File: src/icache_pkg.sv
/*
 * Instruction cache shared definitions
 * Geometry of the direct-mapped cache, the request address split,
 * the line layout and the controller state encoding
 */

`default_nettype none

package icache_pkg;

  // ******************************
  // Cache geometry
  // ******************************
  localparam int NUM_SETS = 64;
  localparam int INDEX_W  = 6;
  localparam int TAG_W    = 22;
  // Word offset within a line
  localparam int OFFSET_W = 2;
  localparam int WORD_W   = 32;
  localparam int BEATS    = 4;
  localparam int LINE_W   = 128;

  // Byte address as seen by the CPU, tag at the top
  typedef struct packed {
    logic [TAG_W-1:0]    tag;
    logic [INDEX_W-1:0]  index;
    logic [OFFSET_W-1:0] offset;
    logic [1:0]          byte_off;
  } icache_addr_t;

  // One cache line, word 0 in the low bits
  typedef struct packed {
    logic [WORD_W-1:0] w3;
    logic [WORD_W-1:0] w2;
    logic [WORD_W-1:0] w1;
    logic [WORD_W-1:0] w0;
  } line_t;

  // ******************************
  // Controller states
  // ******************************
  typedef enum logic [2:0] {
    READY,
    LOOKUP,
    MISS_REQ,
    FILL,
    WRITE_LINE,
    REREAD
  } icache_state_e;

endpackage

`default_nettype wire
File: src/icache_fsm.sv
/*
 * Instruction cache controller
 * Accepts CPU requests, checks for a hit, fetches a missing line,
 * writes it into the arrays and re-reads them to return the word
 * Flush is only taken in READY
 */

`timescale 1ns/1ps
`default_nettype none

module icache_fsm
  import icache_pkg::*;
(
  input  wire logic               clk,
  input  wire logic               rst_n,
  input  wire logic               cpu_req,
  input  wire icache_addr_t       cpu_addr,
  input  wire logic               flush,
  input  wire logic               hit,
  input  wire logic               line_done,
  output logic                    cpu_valid,
  output logic                    mem_req,
  output logic      [31:0]        mem_addr,
  output logic                    fill_start,
  output logic                    array_ce,
  output logic                    array_we,
  output logic      [INDEX_W-1:0] array_index,
  output icache_addr_t            lookup_addr,
  output icache_state_e           state
);

  icache_state_e state_nxt;

  // Request taken this cycle, flush wins
  logic accept;

  assign accept = (state == READY) && cpu_req && !flush;

  // ******************************
  // State register
  // ******************************
  always_ff @(posedge clk) begin
    if (!rst_n) begin
      state <= READY;
    end else begin
      state <= state_nxt;
    end
  end

  // Held request address
  always_ff @(posedge clk) begin
    if (accept) begin
      lookup_addr <= cpu_addr;
    end
  end

  // Next state
  always_comb begin
    state_nxt = state;
    unique case (state)
      READY:      if (accept) state_nxt = LOOKUP;
      // Either return the word or go fetch the line
      LOOKUP:     state_nxt = hit ? READY : MISS_REQ;
      MISS_REQ:   state_nxt = FILL;
      FILL:       if (line_done) state_nxt = WRITE_LINE;
      WRITE_LINE: state_nxt = REREAD;
      // Re-read lands back in LOOKUP, which then hits
      REREAD:     state_nxt = LOOKUP;
      default:    state_nxt = READY;
    endcase
  end

  // ******************************
  // Outputs
  // ******************************
  assign cpu_valid  = (state == LOOKUP) && hit;
  assign mem_req    = (state == MISS_REQ);
  // Fill buffer restarts with the memory request
  assign fill_start = (state == MISS_REQ);
  // Line-aligned fetch address
  assign mem_addr   = {lookup_addr.tag, lookup_addr.index, 4'b0000};

  // Arrays are enabled on lookup, line write and re-read
  assign array_ce = accept || (state == WRITE_LINE) || (state == REREAD);
  assign array_we = (state == WRITE_LINE);

  // Live index in READY, held index otherwise
  assign array_index = (state == READY) ? cpu_addr.index : lookup_addr.index;

endmodule

`default_nettype wire

File: config.mk
export PLATFORM = sky130hd
export DESIGN_NAME = icache_fsm
export DESIGN_NICKNAME = d
export VERILOG_FILES = /design/src/icache_pkg.sv /design/src/icache_fsm.sv
export SDC_FILE = /design/constraint.sdc
export NUM_CORES = 1
export LEC_CHECK = 0
export BUFFER_PORTS_ARGS = -buffer_cell sky130_fd_sc_hd__buf_2
export CAP_MARGIN = 30
export CORE_UTILIZATION = 42
export CTS_CLUSTER_SIZE = 24
export DETAILED_ROUTE_END_ITERATION = 16
export PLACE_DENSITY = 0.81
export SLEW_MARGIN = 20
export SYNTH_ARGS = -nofsm -noshare
export SYNTH_HDL_FRONTEND = slang
export SYNTH_SLANG_ARGS = --single-unit
File: constraint.sdc
create_clock -name clk -period 4.3 [get_ports clk]
set_input_delay 0.86 -clock clk [delete_from_list [all_inputs] [get_ports clk]]
set_output_delay 0.86 -clock clk [all_outputs]
set_load 0.01 [all_outputs]
After elaboration in Yosys (flattened, before gate mapping)
Index checks and enable logic that the tools add are counted.
W data, S select, Z words.
Cells by class
  eq/ne operators: 7
  mux-type cells: 5
  reduce and logical (&&, ||, !) cells: 8
Operators with widths (number)
  $pmux W3 S6: 1
  $eq A3 B2 Y1 const B: 2
  $eq A3 B3 Y1 const B: 2
  $mux W3: 2
  $mux W6: 1
  $ne A2 B2 Y1 const B: 2
  $eq A3 B1 Y1 const B: 1
  $logic_and A1 B1 Y1: 3
  $logic_not A3 Y1: 1
  $logic_or A1 B1 Y1: 2
  $mux W2: 1
  $reduce_and A2 Y1: 1
  $logic_not A1 Y1: 1
Word-level totals
  bits of input ports: 38
  output and inout port bits: 78
  word-level logic and storage cells: 25
  register bits after elaboration: 35

Depth between registers and ports, before layout
  depth in word-level cells: 5
  depth in mapped cells: 4
  mapped depth without buffers: 3

Worst setup path after synthesis
Ideal clock, no wire load.
  kind: input port to output port
  from: input port hit
  to: output port cpu_valid
  cell stages on the path: 1
  slack: 2.165 ns
  buffers on the path: 0
  required time: 3.440 ns
  arrival: 1.275 ns
  cells stage by stage: nor4b_1
On the way
  cells in the longest elaborated chain, start to end: 1
Ends and longest elaborated chain
  start: declaration: RTL line icache_fsm.sv:19  | input wire logic hit,
  $logic_and A1 B1 Y1: RTL line icache_fsm.sv:76  | assign cpu_valid = (state == LOOKUP) && hit;
  end: declaration: RTL line icache_fsm.sv:21  | output logic cpu_valid,
Every way passes these cells.

Worst setup path in the final report
  from: register state[2]
  to: output port array_index[5]
On the way
  cells in the longest elaborated chain, start to end: 2
Ends and longest elaborated chain
  start: declaration: RTL line icache_fsm.sv:29  | output icache_state_e state
  start signal: assignment: RTL line icache_fsm.sv:46  | state <= state_nxt;
  $logic_not A3 Y1: RTL line icache_fsm.sv:88  | assign array_index = (state == READY) ? cpu_addr.index : lookup_addr.index;
  $mux W6: RTL line icache_fsm.sv:88
  end: declaration: RTL line icache_fsm.sv:27  | output logic [INDEX_W-1:0] array_index,
Every way passes these cells.

==> flow_metrics.py <==
metrics = {
    "clocking": {
        "cts_repair_resized_insts": 0,
        "cts_root_buf": "clkbuf_4",
        "clock_path_buffers": 2,
        "post_cts.repair.setup_buffers": 0,
        "cts_hold_repair.buffers": 0,
        "clk_latency_ns": 0.31,
        "clock_sinks": 35,
        "clk_pin_slew_ns": 0.10,
        "tritoncts.num_buffers": 5,
        "tritoncts": "yes",
        "htree_num_levels": 2,
    },
    "drt": {
        "routed_via_density": 4.34,
        "num_vias": 999,
        "routed_wire_length_per_instance_um": 11.4,
        "routed_wirelength_mm": 2.61,
        "drt-pass1-iter-count": 3,
        "residual_antenna_violating_net_count_after_detailed_routing": 0,
        "drt-initial-drc-count": 16,
        "remaining_drc_errors": 0,
    },
    "pwr": {
        "power_switching_share": 0.239,
        "vdd_drop_max_uv": 149,
        "clockPowerShare": 0.237,
        "power-per-cell-area_nw_per_um2": 342,
        "seqPwrFrac": 0.617,
        "power_switching_mw": 0.155,
        "leakage_power_nw": 0.879,
        "p_int_mw": 0.493,
        "share_comb_of_total_power": 0.145,
    },
    "setup_path": {
        "crit_path_end_kind": "primary output",
        "crit_cells": 3,
        "critPathKind": "reg -> out",
        "timing.critical_path.required_ns": 3.44,
        "crit_path_max_cell_delay_ns": 0.43,
        "cp_data_arrival_time_ns": 1.64,
        "cell_by_cell_trace_of_the_critical_path": "nor3_4 > mux2_2 > buf_2",
        "cp.buffers_inverters": 1,
        "worstRegToRegCells": 2,
        "critical_path.startpoint_type": "register",
        "worst_path_dominant_cell_family": "flip-flops",
        "slowest_stage": "dfxtp_1",
        "critical_path_peak_fanout": 10,
    },
    "grt": {
        "grt_pass1_vias": 761,
        "grt_first_pass_wirelength_mm": 3.37,
        "initial_antenna_violation_count": 0,
        "grt_start_max_net_pins": 33,
        "grt_use_total": 0.131,
        "overflow": 0,
    },
    "yosys": {
        "netlist_top_cells_area": "edfxtp_1 65%, buf_4 17%, mux2_2 4.5%, dfxtp_1 4.0%, nor3b_1 2.5%",
        "largest_family_of_logic_cells_by_synthesized_area": "buffers and inverters",
        "synthesis_stage_register_bit_count": 35,
        "share_of_the_synthesized_area_in_the_top_cell_type": 0.646,
        "synth_largest_area_cell": "edfxtp_1",
        "avgSynthCellArea_um2": 15.2,
        "yosysSeqAreaShare": 0.686,
        "adder_cell_fraction_of_synth_area": 0,
        "simple_gate_portion_of_the_synthesized_area": 0.0614,
        "synthXorXnorAreaFrac": 0,
        "synth_compound_area_frac": 0.0219,
        "synth_cells": 98,
        "synth_warnings": 0,
        "ys_types": 18,
        "synth.mux.area_fraction": 0.0454,
        "mappedNetlistArea_um2": 1490,
    },
    "cells_and_area": {
        "finish.utilization": 0.563,
        "post_route_cells_drive_above_1_share": 0.679,
        "num_antenna_cells": 0,
        "area.growth.synth_to_final_pct": 27.3,
        "num-nets-final": 222,
        "stdcell_area_um2": 1890,
    },
    "sta": {
        "period_needed_ns": 2.50,
        "grt_setup_unrepaired": "no",
        "hold_viol": 0,
        "max_freq_ghz": 0.399,
        "worst_pin_slew_ns": 0.704,
        "maxSlewHeadroom": 0.530,
        "timing.final.setup_violations": 0,
        "number_of_pins_with_negative_max_slew_slack_in_the_final_report": 0,
        "tns_ns": 0,
        "layout_worst_path_cycle_share": 0.582,
        "clock_skew_ns": 0.00782,
    },
    "place": {
        "place.gp.congestion": 0.698,
        "port_buffers": 111,
        "dpl_cell_area_um2": 1850,
    },
    "floorplanning": {
        "fp.dieW_um": 61.5,
        "die_span_y_um": 61.5,
        "num_rows": 21,
        "die-area_um2": 3780,
        "core_um2": 3360,
        "design.portCount": 116,
        "floorplan.initialDensity": 0.442,
    },
    "min_path": {
        "min_delay_path_depth": 2,
        "hold_class": "reg -> reg",
    },
    "run": {
        "max_cap_viol_count": 0,
    },
    "status": {
        "run_status": "complete, no violations",
    },
}
## per-stage QoR
step | setup WS (ns) | total power [mW] | hold WS, ns | instances
4_1_cts | 1.74 | 0.659 | 0.684 | 230
3_5_place_dp | 2.02 | 0.504 | 0.687 | 223
5_1_grt | 1.69 | 0.684 | 0.677 | 230
6_report | 1.80 | 0.648 | 0.698 | 230
3_3_place_gp | 2.03 | 0.501 | 0.662 | 223
2_1_floorplan | 2.16 | 0.470 | 0.614 | 101
## placed cells by master, fill, tap and decap left out, drive strengths merged, types with 2 or more instances in the layout
| cell | n |
|---|---|
| buf | 111 |
| edfxtp | 32 |
| mux2 | 6 |
| nor3b | 5 |
| clkbuf | 5 |
| a21oi | 4 |
| conb | 4 |
| nand2 | 3 |
| dfxtp | 3 |
| inv | 2 |
| clkinv | 2 |
## path summary, 6_finish.rpt
check | from | endpoint | slack, ns
worst max-delay path | state[2] | array_index[5] | 1.80
worst min-delay path | state[2] | state[0] | 0.70
worst max register to register | state[2] | lookup_addr[30] | 2.42
worst min register to register | state[2] | state[0] | 0.70
## layer usage
metal  vias up  global-route usage  routed length (µm)
met5         -                   0                   0
met4         0              0.0952                  14
met3         2              0.0462                 301
met2        72               0.214                1310
met1       445               0.142                 981
li1        480                   -                   -
## worst register-to-register path: stages (launching register included)
cell,delay [ns]
dfxtp_1,0.43
nor3_4,0.38
and2_2,0.69
## synth_stat cells
master,n
nor3_4,1
buf_2,1
edfxtp_1,32
buf_6,1
nand2_1,3
nor3b_1,5
nor2b_1,1
buf_4,33
a21oi_1,4
nor4b_1,1
inv_1,2
mux2_2,6
o21a_1,1
dfxtp_1,3
o21ai_0,1
nor2_1,1
conb_1,1
and2_2,1
## flip-flops by register name (all words and copies together) (netlist names)
register,cells
state,3
lookup_addr,32
## power groups by stage
| stage | clock [mW] | combinational [mW] | sequential (mW) |
|---|---|---|---|
| 5_1_grt | 0.176 | 0.105 | 0.403 |
| 3_3_place_gp | 0 | 0.0937 | 0.408 |
| 3_5_place_dp | 0 | 0.0956 | 0.408 |
| 4_1_cts | 0.162 | 0.0959 | 0.401 |
| 2_1_floorplan | 0 | 0.0550 | 0.415 |
| 6_report | 0.154 | 0.0942 | 0.400 |
## area by class of cell
type,instances,area (µm²)
clock inverters,2,8.76
clock buffers,5,37.5
repair buffers,111,556
well taps,46,57.6
inverters,2,7.51
multi-input cells,29,206
flip-flops and latches,35,1020
fillers,305,1470
## kinds of logic after synthesis
kind of cell / after synthesis
buffers and inverters: 37
AND/OR/NAND/NOR: 13
other: 1
flip-flops: 35
multiplexers: 6
AO/OA/AOI/OAI: 6
No activity file was read; power rests on OpenSTA's default activity.
