## src/icache_pkg.sv

```systemverilog
/*
 * Instruction cache shared definitions
 * Geometry of the direct-mapped cache, the request address split,
 * the line layout and the controller state encoding
 */

`default_nettype none

package icache_pkg;

  // ******************************
  // Cache geometry
  // ******************************
  localparam int NUM_SETS = 64;
  localparam int INDEX_W  = 6;
  localparam int TAG_W    = 22;
  // Word offset within a line
  localparam int OFFSET_W = 2;
  localparam int WORD_W   = 32;
  localparam int BEATS    = 4;
  localparam int LINE_W   = 128;

  // Byte address as seen by the CPU, tag at the top
  typedef struct packed {
    logic [TAG_W-1:0]    tag;
    logic [INDEX_W-1:0]  index;
    logic [OFFSET_W-1:0] offset;
    logic [1:0]          byte_off;
  } icache_addr_t;

  // One cache line, word 0 in the low bits
  typedef struct packed {
    logic [WORD_W-1:0] w3;
    logic [WORD_W-1:0] w2;
    logic [WORD_W-1:0] w1;
    logic [WORD_W-1:0] w0;
  } line_t;

  // ******************************
  // Controller states
  // ******************************
  typedef enum logic [2:0] {
    READY,
    LOOKUP,
    MISS_REQ,
    FILL,
    WRITE_LINE,
    REREAD
  } icache_state_e;

endpackage

`default_nettype wire
```

## src/icache_line_fill.sv

```systemverilog
/*
 * Line fill buffer
 * Collects four memory beats, word 0 first, into one line
 * and flags the line as complete after the last beat
 */

`timescale 1ns/1ps
`default_nettype none

module icache_line_fill
  import icache_pkg::*;
(
  input  wire logic              clk,
  input  wire logic              rst_n,
  input  wire logic              fill_start,
  input  wire logic              mem_rvalid,
  input  wire logic [WORD_W-1:0] mem_rdata,
  output line_t                  fill_line,
  output logic                   line_done
);

  // Slot for the next beat
  logic [$clog2(BEATS)-1:0] beat_cnt;

  // Beat counter and done flag
  always_ff @(posedge clk) begin
    if (!rst_n || fill_start) begin
      beat_cnt  <= '0;
      line_done <= 1'b0;
    end else if (mem_rvalid) begin
      beat_cnt <= beat_cnt + 1'b1;
      // Last beat completes the line, counter wraps to 0
      if (beat_cnt == BEATS - 1) begin
        line_done <= 1'b1;
      end
    end
  end

  // Line buffer, payload only
  always_ff @(posedge clk) begin
    if (mem_rvalid) begin
      unique case (beat_cnt)
        2'd0: fill_line.w0 <= mem_rdata;
        2'd1: fill_line.w1 <= mem_rdata;
        2'd2: fill_line.w2 <= mem_rdata;
        2'd3: fill_line.w3 <= mem_rdata;
        default: fill_line.w0 <= mem_rdata;
      endcase
    end
  end

endmodule

`default_nettype wire

```

## config.mk

```make
export PLATFORM = sky130hd
export DESIGN_NAME = icache_line_fill
export DESIGN_NICKNAME = d
export VERILOG_FILES = /design/src/icache_pkg.sv /design/src/icache_line_fill.sv
export SDC_FILE = /design/constraint.sdc
export NUM_CORES = 1
export LEC_CHECK = 0
export ABC_CLOCK_PERIOD_IN_PS = 2300
export BUFFER_PORTS_ARGS = -buffer_cell sky130_fd_sc_hd__buf_2
export CORE_ASPECT_RATIO = 1.1
export CORE_MARGIN = 10
export CORE_UTILIZATION = 51
export DETAILED_ROUTE_END_ITERATION = 12
export PLACE_DENSITY = 0.84
export SYNTH_ARGS = -nofsm -noshare
export SYNTH_HDL_FRONTEND = slang
export SYNTH_SLANG_ARGS = --single-unit
```

## constraint.sdc

```tcl
create_clock -name clk -period 2.3 [get_ports clk]
set_input_delay 0.69 -clock clk [delete_from_list [all_inputs] [get_ports clk]]
set_output_delay 0.69 -clock clk [all_outputs]
set_load 0.01 [all_outputs]
```

After elaboration in Yosys (flattened, before gate mapping) --
Index checks and enable logic that the tools add are counted.
Operators by class: reductions and logical operators 7, equality and inequality tests 3, add/sub/neg operators 1
Operators with widths (count):
- AND reduction 2 bit | 4
- equality test 2 bit (second input constant) | 2
- adder 2 x 1 -> 2 bit (second input constant) | 1
- equality test 2 x 1 -> 1 bit (second input constant) | 1
- zero test 2 bit | 1
- zero test 1 bit | 1
- logical OR 1 bit | 1
Word-level totals: flip-flop bits (word level) 131

Logic depth before layout (Yosys ltp) --
Gate-level depths: netlist (run 1).
depth after elaboration 2, gate-level depth with buffers 4

Worst setup path after synthesis (run 1) --
OpenSTA, ideal clock, no wires.
path kind input to register, from input mem_rvalid, to register fill_line[0] (netlist bit), enable pin, path buffers 0, data arrival time 1.170 ns, path slack 0.755 ns, setup time 0.374 ns, cell stages on the path 1, path through and2_2
On the way: longest elaborated chain between the ends 1
RTL lines:
- start: declaration | RTL line icache_line_fill.sv:16 | input wire logic mem_rvalid,
- AND reduction 2 bit (no line)
- end: declaration | RTL line icache_line_fill.sv:18 | output line_t fill_line,
Every way passes these cells. A chain may end at the register's enable or synchronous reset.

Worst setup path after layout (run 1) --
from register fill_line[124] (netlist bit), to output fill_line[124] (netlist bit)
No word-level cell between the ends.

==> results of run 1 <==
[flip-flops by register name (all words and copies together), names as in the netlist]
signal	cells
beat_cnt	2
fill_line	128
line_done	1
[routing by layer]
metal	routed length, um	global-route usage (%)	vias up
met2	5305	29.07	111
met1	2991	14.28	1030
met5	20	0	-
met3	938	9.137	20
li1	-	-	971
met4	192	6.319	2
[final timing paths]
check | cells past startpoint | to | startpoint | slack [ns]
hold / removal | 1 | fill_line[44]$_DFFE_PP_ | mem_rdata[12] | 0.40
hold reg to reg | 2 | line_done$_SDFFE_PP0P_ | line_done$_SDFFE_PP0P_ | 0.48
setup / recovery | 1 | fill_line[124] | fill_line[124]$_DFFE_PP_ | 0.52
setup reg to reg | 3 | fill_line[117]$_DFFE_PP_ | beat_cnt[0]$_SDFFE_PP0P_ | 0.86
[cell type report]
class                   count  area (um2)
repair buffers            168       900.9
inverters                   2       7.507
clock buffers              17       414.1
multi-input cells          15       121.4
fillers                   499        1968
flip-flops and latches    131        3904
clock inverters            15       150.1
well taps                 105       131.4
[cells in the final DEF, fill, tap and decap left out, drive strengths merged]
cell type,synthesis,final
clkinv,0,1
clkbuf,0,17
edfxtp,128,128
ha,4,4
nand2b,1,1
clkinvlp,0,1
mux2i,1,1
xnor2,1,1
nor2,3,3
inv,2,15
and2,4,4
a21oi,1,1
buf,0,168
dfxtp,3,3
[power by group]
part | internal, uW | switching [uW]
clock network | 1390 | 1090
logic | 66.0 | 111
registers | 2680 | 17.0
[stage by stage]
step	instances	total power (uW)	setup slack [ns]	hold slack (ns)
3_5_place_dp	421	2933	0.5473	0.4658
2_1_floorplan	148	2804	0.7553	0.5022
5_1_grt	453	5528	0.4827	0.3738
4_1_cts	453	5419	0.4909	0.3715
6_report	453	5363	0.5239	0.3966
3_3_place_gp	421	2925	0.5816	0.4699
[cells by family (layout without fill, tap and decap cells)]
kind of cell,Yosys count,after routing,share of synthesized area [%]
compound gates,1,1,0.1240
flops,131,131,96.80
mux,1,1,0.2482
buf+inv,2,202,0.1862
simple gates,8,8,1.179
fa+ha+maj,4,4,1.241
xor+xnor,1,1,0.2172
==> impl_metrics.tcl, run 1 <==
set metrics [dict create \
    die_w_um 104.8 \
    fin_util_pct 74.09 \
    drt-initial-drc-count 89 \
    synth_commonest_cells "128 x edfxtp_1, 4 x and2_2, 4 x ha_1" \
    grt_max_degree 26 \
    hold_viol_final 0 \
    ys_seq_elements 131 \
    synth-async-reset-ratio_pct 0 \
    worst-path-buf-inv 1 \
    period_share_pct 77.22 \
    vias_per_cell 4.711 \
    place.gp.congestion 0.7731 \
    synth_ff_type "edfxtp_1" \
    coreArea_mm2 0.007597 \
    num_antenna_cells 0 \
    cp_data_required_time_ns 1.61 \
    maxCapViolations 0 \
    dpl.hpwl_um 6987 \
    rows 33 \
    tns_ns 0 \
    crit_type "reg2out" \
    path_delay_family "flip-flops" \
    yosysTopAreaCell "edfxtp_1" \
    antenna_found_initial 2 \
    cts_resized 0 \
    rsz0062_at_grt "false" \
    postRouteAntennaNets 0 \
    cts-root-buf "clkbuf_8" \
    cts_tree "done" \
    vdd_drop_max_uv 693.3 \
    fin_nets 375 \
    yosysMostFrequentCell "edfxtp_1" \
    ios 165 \
    grt_pass1_vias 2369 \
    netlist_top_cells_area "edfxtp_1 95%, dfxtp_1 1.5%, ha_1 1.2%" \
    clock_latency_ns 0.51 \
    grt_use_total_pct 16.02 \
    path_cells "buf_2" \
    htreeDepth 4 \
    synth_top_area_share_pct 95.31 \
    max_freq_ghz 0.5630 \
    slew-limit-headroom_pct 76.88 \
    slew_viol_final 0 \
    port_buffers 164 \
    critPathMaxFanout 1 \
    wire_per_inst_um 20.86 \
    power_density_mw_per_mm2 952.8 \
    syn_area_mm2 0.004033 \
    syn_to_final_growth_pct 39.59 \
    cts.repair_timing.setup_buffer_count 0 \
    grt_pass1_wl_um 13990 \
    start_util_pct 53.08 \
    syn_inst 148 \
    leakagePower_uw 0.002220 \
    worstPathArrival_ns 1.09 \
    cts_sinks 131 \
    synth_area_per_cell_um2 27.25 \
    layout_min_cycle_time_ns 1.776 \
    drt_wl_total_um 9448 \
    vias 2134 \
    seq_area_frac_synth_pct 96.80 \
    worst_setup_path_end_kind "output pin" \
    synth_edf_count 128 \
    drc 0 \
    yosysWarningCount 0 \
    cpPeakStageDelay_ns 0.42 \
    hold_path.class "in2reg" \
    place_area_mm2 0.005065 \
    drive_gt1_share_pct 58.62 \
    clk_pin_slew_ns 0.06 \
    die_area_mm2 0.01187 \
    grt_overflow 0 \
    firstDrtPassIters 4 \
    synth_cell_types 10 \
    die_h_um 113.3 \
    cp_slowest_cell "edfxtp_1" \
    cts_hold_buf 0 \
    worstMarginPinSlew_ns 0.3468 \
    setup_viol 0 \
    clock-skew-final_ns 0.006505 \
    cts_buffers 17 \
    clockBufferDepth 2 \
    synth_nets 188 \
    status "completed" \
    start_kind "flip-flop" \
    fin_area_mm2 0.005629 \
]
(Power assumes the default switching activity.)
==> inputs of run 2 (changes only) <==
- ABC_CLOCK_PERIOD_IN_PS: 2300 -> 1850
- CORE_UTILIZATION: 51 -> 47
- PLACE_DENSITY: 0.84 -> 0.78
- clock period: 2.3 -> 1.85 ns (I/O delays scaled with it)
==> run 2 against run 1 <==
  * Critical path depth did not move
  * Die area rose by 6.9%
  * Combinational power rose by 25%
  * Sequential share of layout area fell by 0.14 points
  * Largest cell class unchanged
  * Sequential power rose by 24%
  * Critical path type unchanged
  * First-iteration DRC count rose by 35%
==> impl_metrics.tcl, run 2 (same netlist as run 1, synthesis figures left out) <==
set metrics [dict create \
    status "completed" \
    clock_latency_ns 0.50 \
    clock-skew-final_ns 0.006616 \
    internal_power_uw 5577 \
    die_w_um 108.3 \
    min_path_cells 1 \
    syn_to_final_growth_pct 39.87 \
    clk_pin_slew_ns 0.05 \
    leakagePower_uw 0.002227 \
    timing.critical_path.from "fill_line[34]$_DFFE_PP_" \
    path_cells "buf_2" \
    grt_pass1_wl_um 14130 \
    hold_viol_final 0 \
    hold_end "fill_line[56]$_DFFE_PP_" \
    largest_register_ffs 128 \
    rsz0062_at_grt "false" \
    worstPathArrival_ns 1.07 \
    rows 35 \
    cts_buffers 17 \
    vias_per_cell 4.667 \
    power.total_uw 6852 \
    reg2reg_to "fill_line[85]$_DFFE_PP_" \
    cp.depth 1 \
    cts_resized 0 \
    setup_slack_ns 0.2207 \
    cp_data_required_time_ns 1.29 \
    grt_overflow 0 \
    reg2regPathDepth 4 \
    regMostFlops "fill_line" \
    max_freq_ghz 0.6138 \
    rr_startpoint "beat_cnt[0]$_SDFFE_PP0P_" \
    start_kind "flip-flop" \
    layout_common_cells "164 x buf_2, 128 x edfxtp_1, 16 x clkbuf_16, 8 x buf_4" \
    hold_path.class "in2reg" \
    top_regs "fill_line (128), beat_cnt (2), line_done (1)" \
    drive_gt1_share_pct 57.55 \
    fin_nets 379 \
    port_buffers 164 \
    grt_max_degree 20 \
    power_frac_seq_pct 49.0 \
    htreeDepth 4 \
    layout_min_cycle_time_ns 1.629 \
    cts_sinks 131 \
    tns_ns 0 \
    vdd_drop_max_uv 813.9 \
    worst-path-buf-inv 1 \
    hp-start "mem_rdata[24]" \
    firstDrtPassIters 5 \
    coreArea_mm2 0.008364 \
    grt_use_total_pct 15.42 \
    p_clk_share_pct 47.7 \
    pwr-share-comb_pct 3.2 \
    cts_tree "done" \
    period_share_pct 88.07 \
    place_ws_ns 0.3404 \
    drc 0 \
    postRouteAntennaNets 0 \
    cp_slowest_cell "edfxtp_1" \
    slew-limit-headroom_pct 81.56 \
    power_density_mw_per_mm2 1215 \
    drt_wl_total_um 9721 \
    die_h_um 117.2 \
    critPathMaxFanout 1 \
    maxCapViolations 0 \
    worstMarginPinSlew_ns 0.2767 \
    path_delay_family "flip-flops" \
    cpPeakStageDelay_ns 0.42 \
    worst_setup_path_end_kind "output pin" \
    crit_type "reg2out" \
    setup_viol 0 \
    cts.repair_timing.setup_buffer_count 0 \
    p_sw_uw 1275 \
    ios 165 \
    seq_area_mm2 0.003904 \
    slew_viol_final 0 \
    swShare_pct 18.61 \
    die_area_mm2 0.01269 \
    cts-root-buf "clkbuf_8" \
    dpl.hpwl_um 6961 \
    final_common_cell "buf_2" \
    clockBufferDepth 2 \
    start_util_pct 48.21 \
    place.gp.congestion 0.7620 \
    grt_pass1_vias 2406 \
    wire_per_inst_um 21.00 \
    multiInputGateArea_um2 121.4 \
    antenna_found_initial 1 \
    fillers 578 \
    r2r_setup_slack_ns 0.49 \
    cts_hold_buf 0 \
    vias 2161 \
    drt-initial-drc-count 120 \
]
run 2: cell count changes in the layout (fill, tap and decap cells not counted), moves of 3 or more:
cell	change
buf_4	+8
inv_6	-8
inv_8	-5
buf_12	-4
bufinv_16	+4
clkinv_1	+3
run 2: per-layer routing:
layer | GRT usage, % | up-vias | routed length (um)
met4 | 6.596 | 0 | 147
met3 | 8.269 | 11 | 984
met5 | 0 | - | 0
li1 | - | 975 | -
met2 | 26.53 | 105 | 5237
met1 | 15.14 | 1070 | 3351
run 2: how the worst max path moves through the flow:
stage	slack, ns	end
6_report	0.22	fill_line[34]
5_1_grt	0.19	fill_line[25]
4_1_cts	0.20	fill_line[11]
3_5_place_dp	0.34	fill_line[90]$_DFFE_PP_
3_3_place_gp	0.38	fill_line[82]$_DFFE_PP_
2_1_floorplan	0.44	fill_line[0]$_DFFE_PP_
run 2: metrics by stage:
| step | hold WS, ns | instance area, um2 | util, % | cells |
|---|---|---|---|---|
| finish | 0.2748 | 5640 | 67.43 | 463 |
| detailed placement | 0.4653 | 5052 | 60.40 | 431 |
| CTS | 0.2453 | 5638 | 67.40 | 462 |
| global placement | 0.4639 | 5052 | 60.40 | 431 |
| floorplan | 0.5022 | 4033 | - | 148 |
| global route | 0.2542 | 5640 | 67.43 | 463 |
run 2: power groups by stage:
stage	logic [uW]	registers (uW)	clock network, uW
2_1_floorplan	31.0	3450	0
3_3_place_gp	215	3420	0
3_5_place_dp	224	3420	0
4_1_cts	226	3360	3320
5_1_grt	241	3360	3450
6_report	221	3360	3270
run 2: layout make-up:
type	instances	area share, %
Multi-Input combinational cell	15	2.152
Clock inverter	12	2.906
Antenna cell	1	0.04437
Sequential cell	131	69.21
Timing Repair Buffer	172	15.62
Clock buffer	19	7.476
Inverter	2	0.1331
Tap cell	111	2.462
==> inputs of run 3 (changes only) <==
- ABC_CLOCK_PERIOD_IN_PS: 1850 -> 1400
- CORE_UTILIZATION: 47 -> 42
- PLACE_DENSITY: 0.78 -> 0.74
- clock period: 1.85 -> 1.4 ns (I/O delays scaled with it)
==> run 3 against run 2 <==
  * Non-clock buffer count fell by 2
  * Combinational power is 33% higher
  * Via count fell by 1.4%
  * Hold slack got worse by 0.15 ns
  * Critical path depth did not move
  * Largest power group unchanged
  * Critical endpoint is now fill_line[120]
  * Total power grew 30%
  * Die area rose by 9.7%
  * Cell area is 1.7% higher
  * The flow now finishes with violations (negative setup slack)
  * Sequential power grew 32%
  * Sequential share of layout area shrank 1.1 points
  * Clock power increased by 28%
  * Count of clock-buffer cells in the layout fell by 2
==> impl_metrics.tcl, run 3 (same netlist as run 1, synthesis figures left out) <==
set metrics [dict create \
    worstMarginPinSlew_ns 0.2886 \
    firstDrtPassIters 4 \
    drt_wl_total_um 9395 \
    max_freq_ghz 0.6678 \
    rr_startpoint "beat_cnt[0]$_SDFFE_PP0P_" \
    power_density_mw_per_mm2 1558 \
    clk_pin_slew_ns 0.06 \
    drive_gt1_share_pct 58.29 \
    cpPeakStageDelay_ns 0.40 \
    ios 165 \
    p_clk_share_pct 47.0 \
    hold_path.class "in2reg" \
    fin_nets 377 \
    layout_min_cycle_time_ns 1.498 \
    clock_latency_ns 0.51 \
    grt_pass1_vias 2306 \
    coreArea_mm2 0.009351 \
    grt_pass1_wl_um 13510 \
    worstPathArrival_ns 1.08 \
    reg2reg_to "fill_line[71]$_DFFE_PP_" \
    grt_overflow 0 \
    p_sw_uw 1723 \
    pwr-share-comb_pct 3.3 \
    start_util_pct 43.12 \
    dpl.hpwl_um 6627 \
    syn_to_final_growth_pct 42.20 \
    grt_max_degree 33 \
    layout_common_cells "159 x buf_2, 128 x edfxtp_1, 16 x clkbuf_16, 6 x buf_12, 5 x buf_6" \
    worst_setup_path_end_kind "output pin" \
    final_common_cell "buf_2" \
    setup_slack_ns -0.09755 \
    die_h_um 122.8 \
    rsz0062_at_grt "true" \
    leakagePower_uw 0.002244 \
    die_w_um 113.4 \
    status "finished with violations" \
    cts_buffers 17 \
    r2r_setup_slack_ns 0.07 \
    path_cells "buf_2" \
    internal_power_uw 7211 \
    swShare_pct 19.28 \
    clock-skew-final_ns 0.01182 \
    period_share_pct 107.0 \
    crit_type "reg2out" \
    maxCapViolations 0 \
    grt_use_total_pct 13.22 \
    cts-root-buf "clkbuf_8" \
    crit_end "fill_line[120]" \
    place_area_mm2 0.005120 \
    die_area_mm2 0.01393 \
    drt-initial-drc-count 162 \
    postRouteAntennaNets 0 \
    vias 2130 \
    violations "negative setup slack" \
    slew_viol_final 0 \
    wire_per_inst_um 20.07 \
    largest_register_ffs 128 \
    power_frac_seq_pct 49.7 \
    drc 0 \
    whs_ns 0.1232 \
    setup_viol 128 \
    cp_data_required_time_ns 0.98 \
    start_kind "flip-flop" \
    hp-start "mem_rdata[24]" \
    htreeDepth 4 \
    top_regs "fill_line (128), beat_cnt (2), line_done (1)" \
    path_delay_family "flip-flops" \
    regMostFlops "fill_line" \
    fillers 686 \
    fin_area_mm2 0.005734 \
    clockBufferDepth 2 \
    rows 37 \
    antenna_found_initial 1 \
    cts_hold_buf 0 \
    critPathMaxFanout 1 \
    power.total_uw 8934 \
    vdd_drop_max_uv 768.0 \
    cts_sinks 131 \
    vias_per_cell 4.551 \
    worst-path-buf-inv 1 \
    reg2regPathDepth 4 \
    place.gp.congestion 0.7289 \
    slew-limit-headroom_pct 80.76 \
    hold_viol_final 0 \
    cts_tree "done" \
    timing.critical_path.from "fill_line[120]$_DFFE_PP_" \
    port_buffers 164 \
    cp_slowest_cell "edfxtp_1" \
    cp.depth 1 \
]
## run 3: changes by cell type in the layout (fill, tap and decap cells not counted), sizes merged
cell,previous run,this run
bufinv,4,3
clkbuf,19,17
buf,172,170
inv,2,3
clkinv,5,8
## run 3: power by group through the flow
stage / combinational [uW] / clock, uW / sequential, uW
floorplan: 41.0 / 0 / 4570
global placement: 292 / 0 / 4520
detailed placement: 302 / 0 / 4520
CTS: 303 / 4300 / 4440
global route: 323 / 4480 / 4440
finish: 295 / 4200 / 4440
## run 3: worst min-delay path by stage
stage,endpoint,cells past startpoint
floorplan,line_done$_SDFFE_PP0P_,2
global placement,line_done$_SDFFE_PP0P_,2
detailed placement,line_done$_SDFFE_PP0P_,2
CTS,fill_line[11]$_DFFE_PP_,1
global route,fill_line[10]$_DFFE_PP_,1
finish,fill_line[120]$_DFFE_PP_,1
## run 3: area by class of cell
class / count / area [um2] / share of cell area [%]
repair buffers: 170 / 972.2 / 16.95
flip-flops and latches: 131 / 3905 / 68.10
clock buffers: 17 / 414.1 / 7.222
inverters: 2 / 7.507 / 0.1309
multi-input cells: 15 / 121.4 / 2.117
diodes: 1 / 2.502 / 0.04364
well taps: 117 / 146.4 / 2.553
clock inverters: 15 / 165.2 / 2.880
## run 3: routing by layer
metal	up-vias	GRT usage, %	wire (um)
met5	-	0	0
met4	0	5.556	125
met3	12	8.102	1022
met2	102	22.23	5051
met1	1040	12.88	3194
li1	976	-	-
## run 3: timing repair
| action | 4_1_cts | 5_1_grt |
|---|---|---|
| resized for setup | 2 | 5 |
| hold endpoints to repair | 0 | 0 |
| buffers inserted | 0 | 0 |
| endpoints found under the setup margin | 129 | 129 |
| pin swaps | 0 | 0 |
## run 3: stage by stage
stage	util, %	std cells	setup WS [ns]	TNS, ns
floorplan	-	148	0.001022	0
global placement	54.75	435	0.1125	0
detailed placement	54.75	435	0.08714	0
CTS	61.02	467	-0.1370	-9.549
global route	61.29	467	-0.1394	-12.39
finish	61.32	468	-0.09755	-5.402
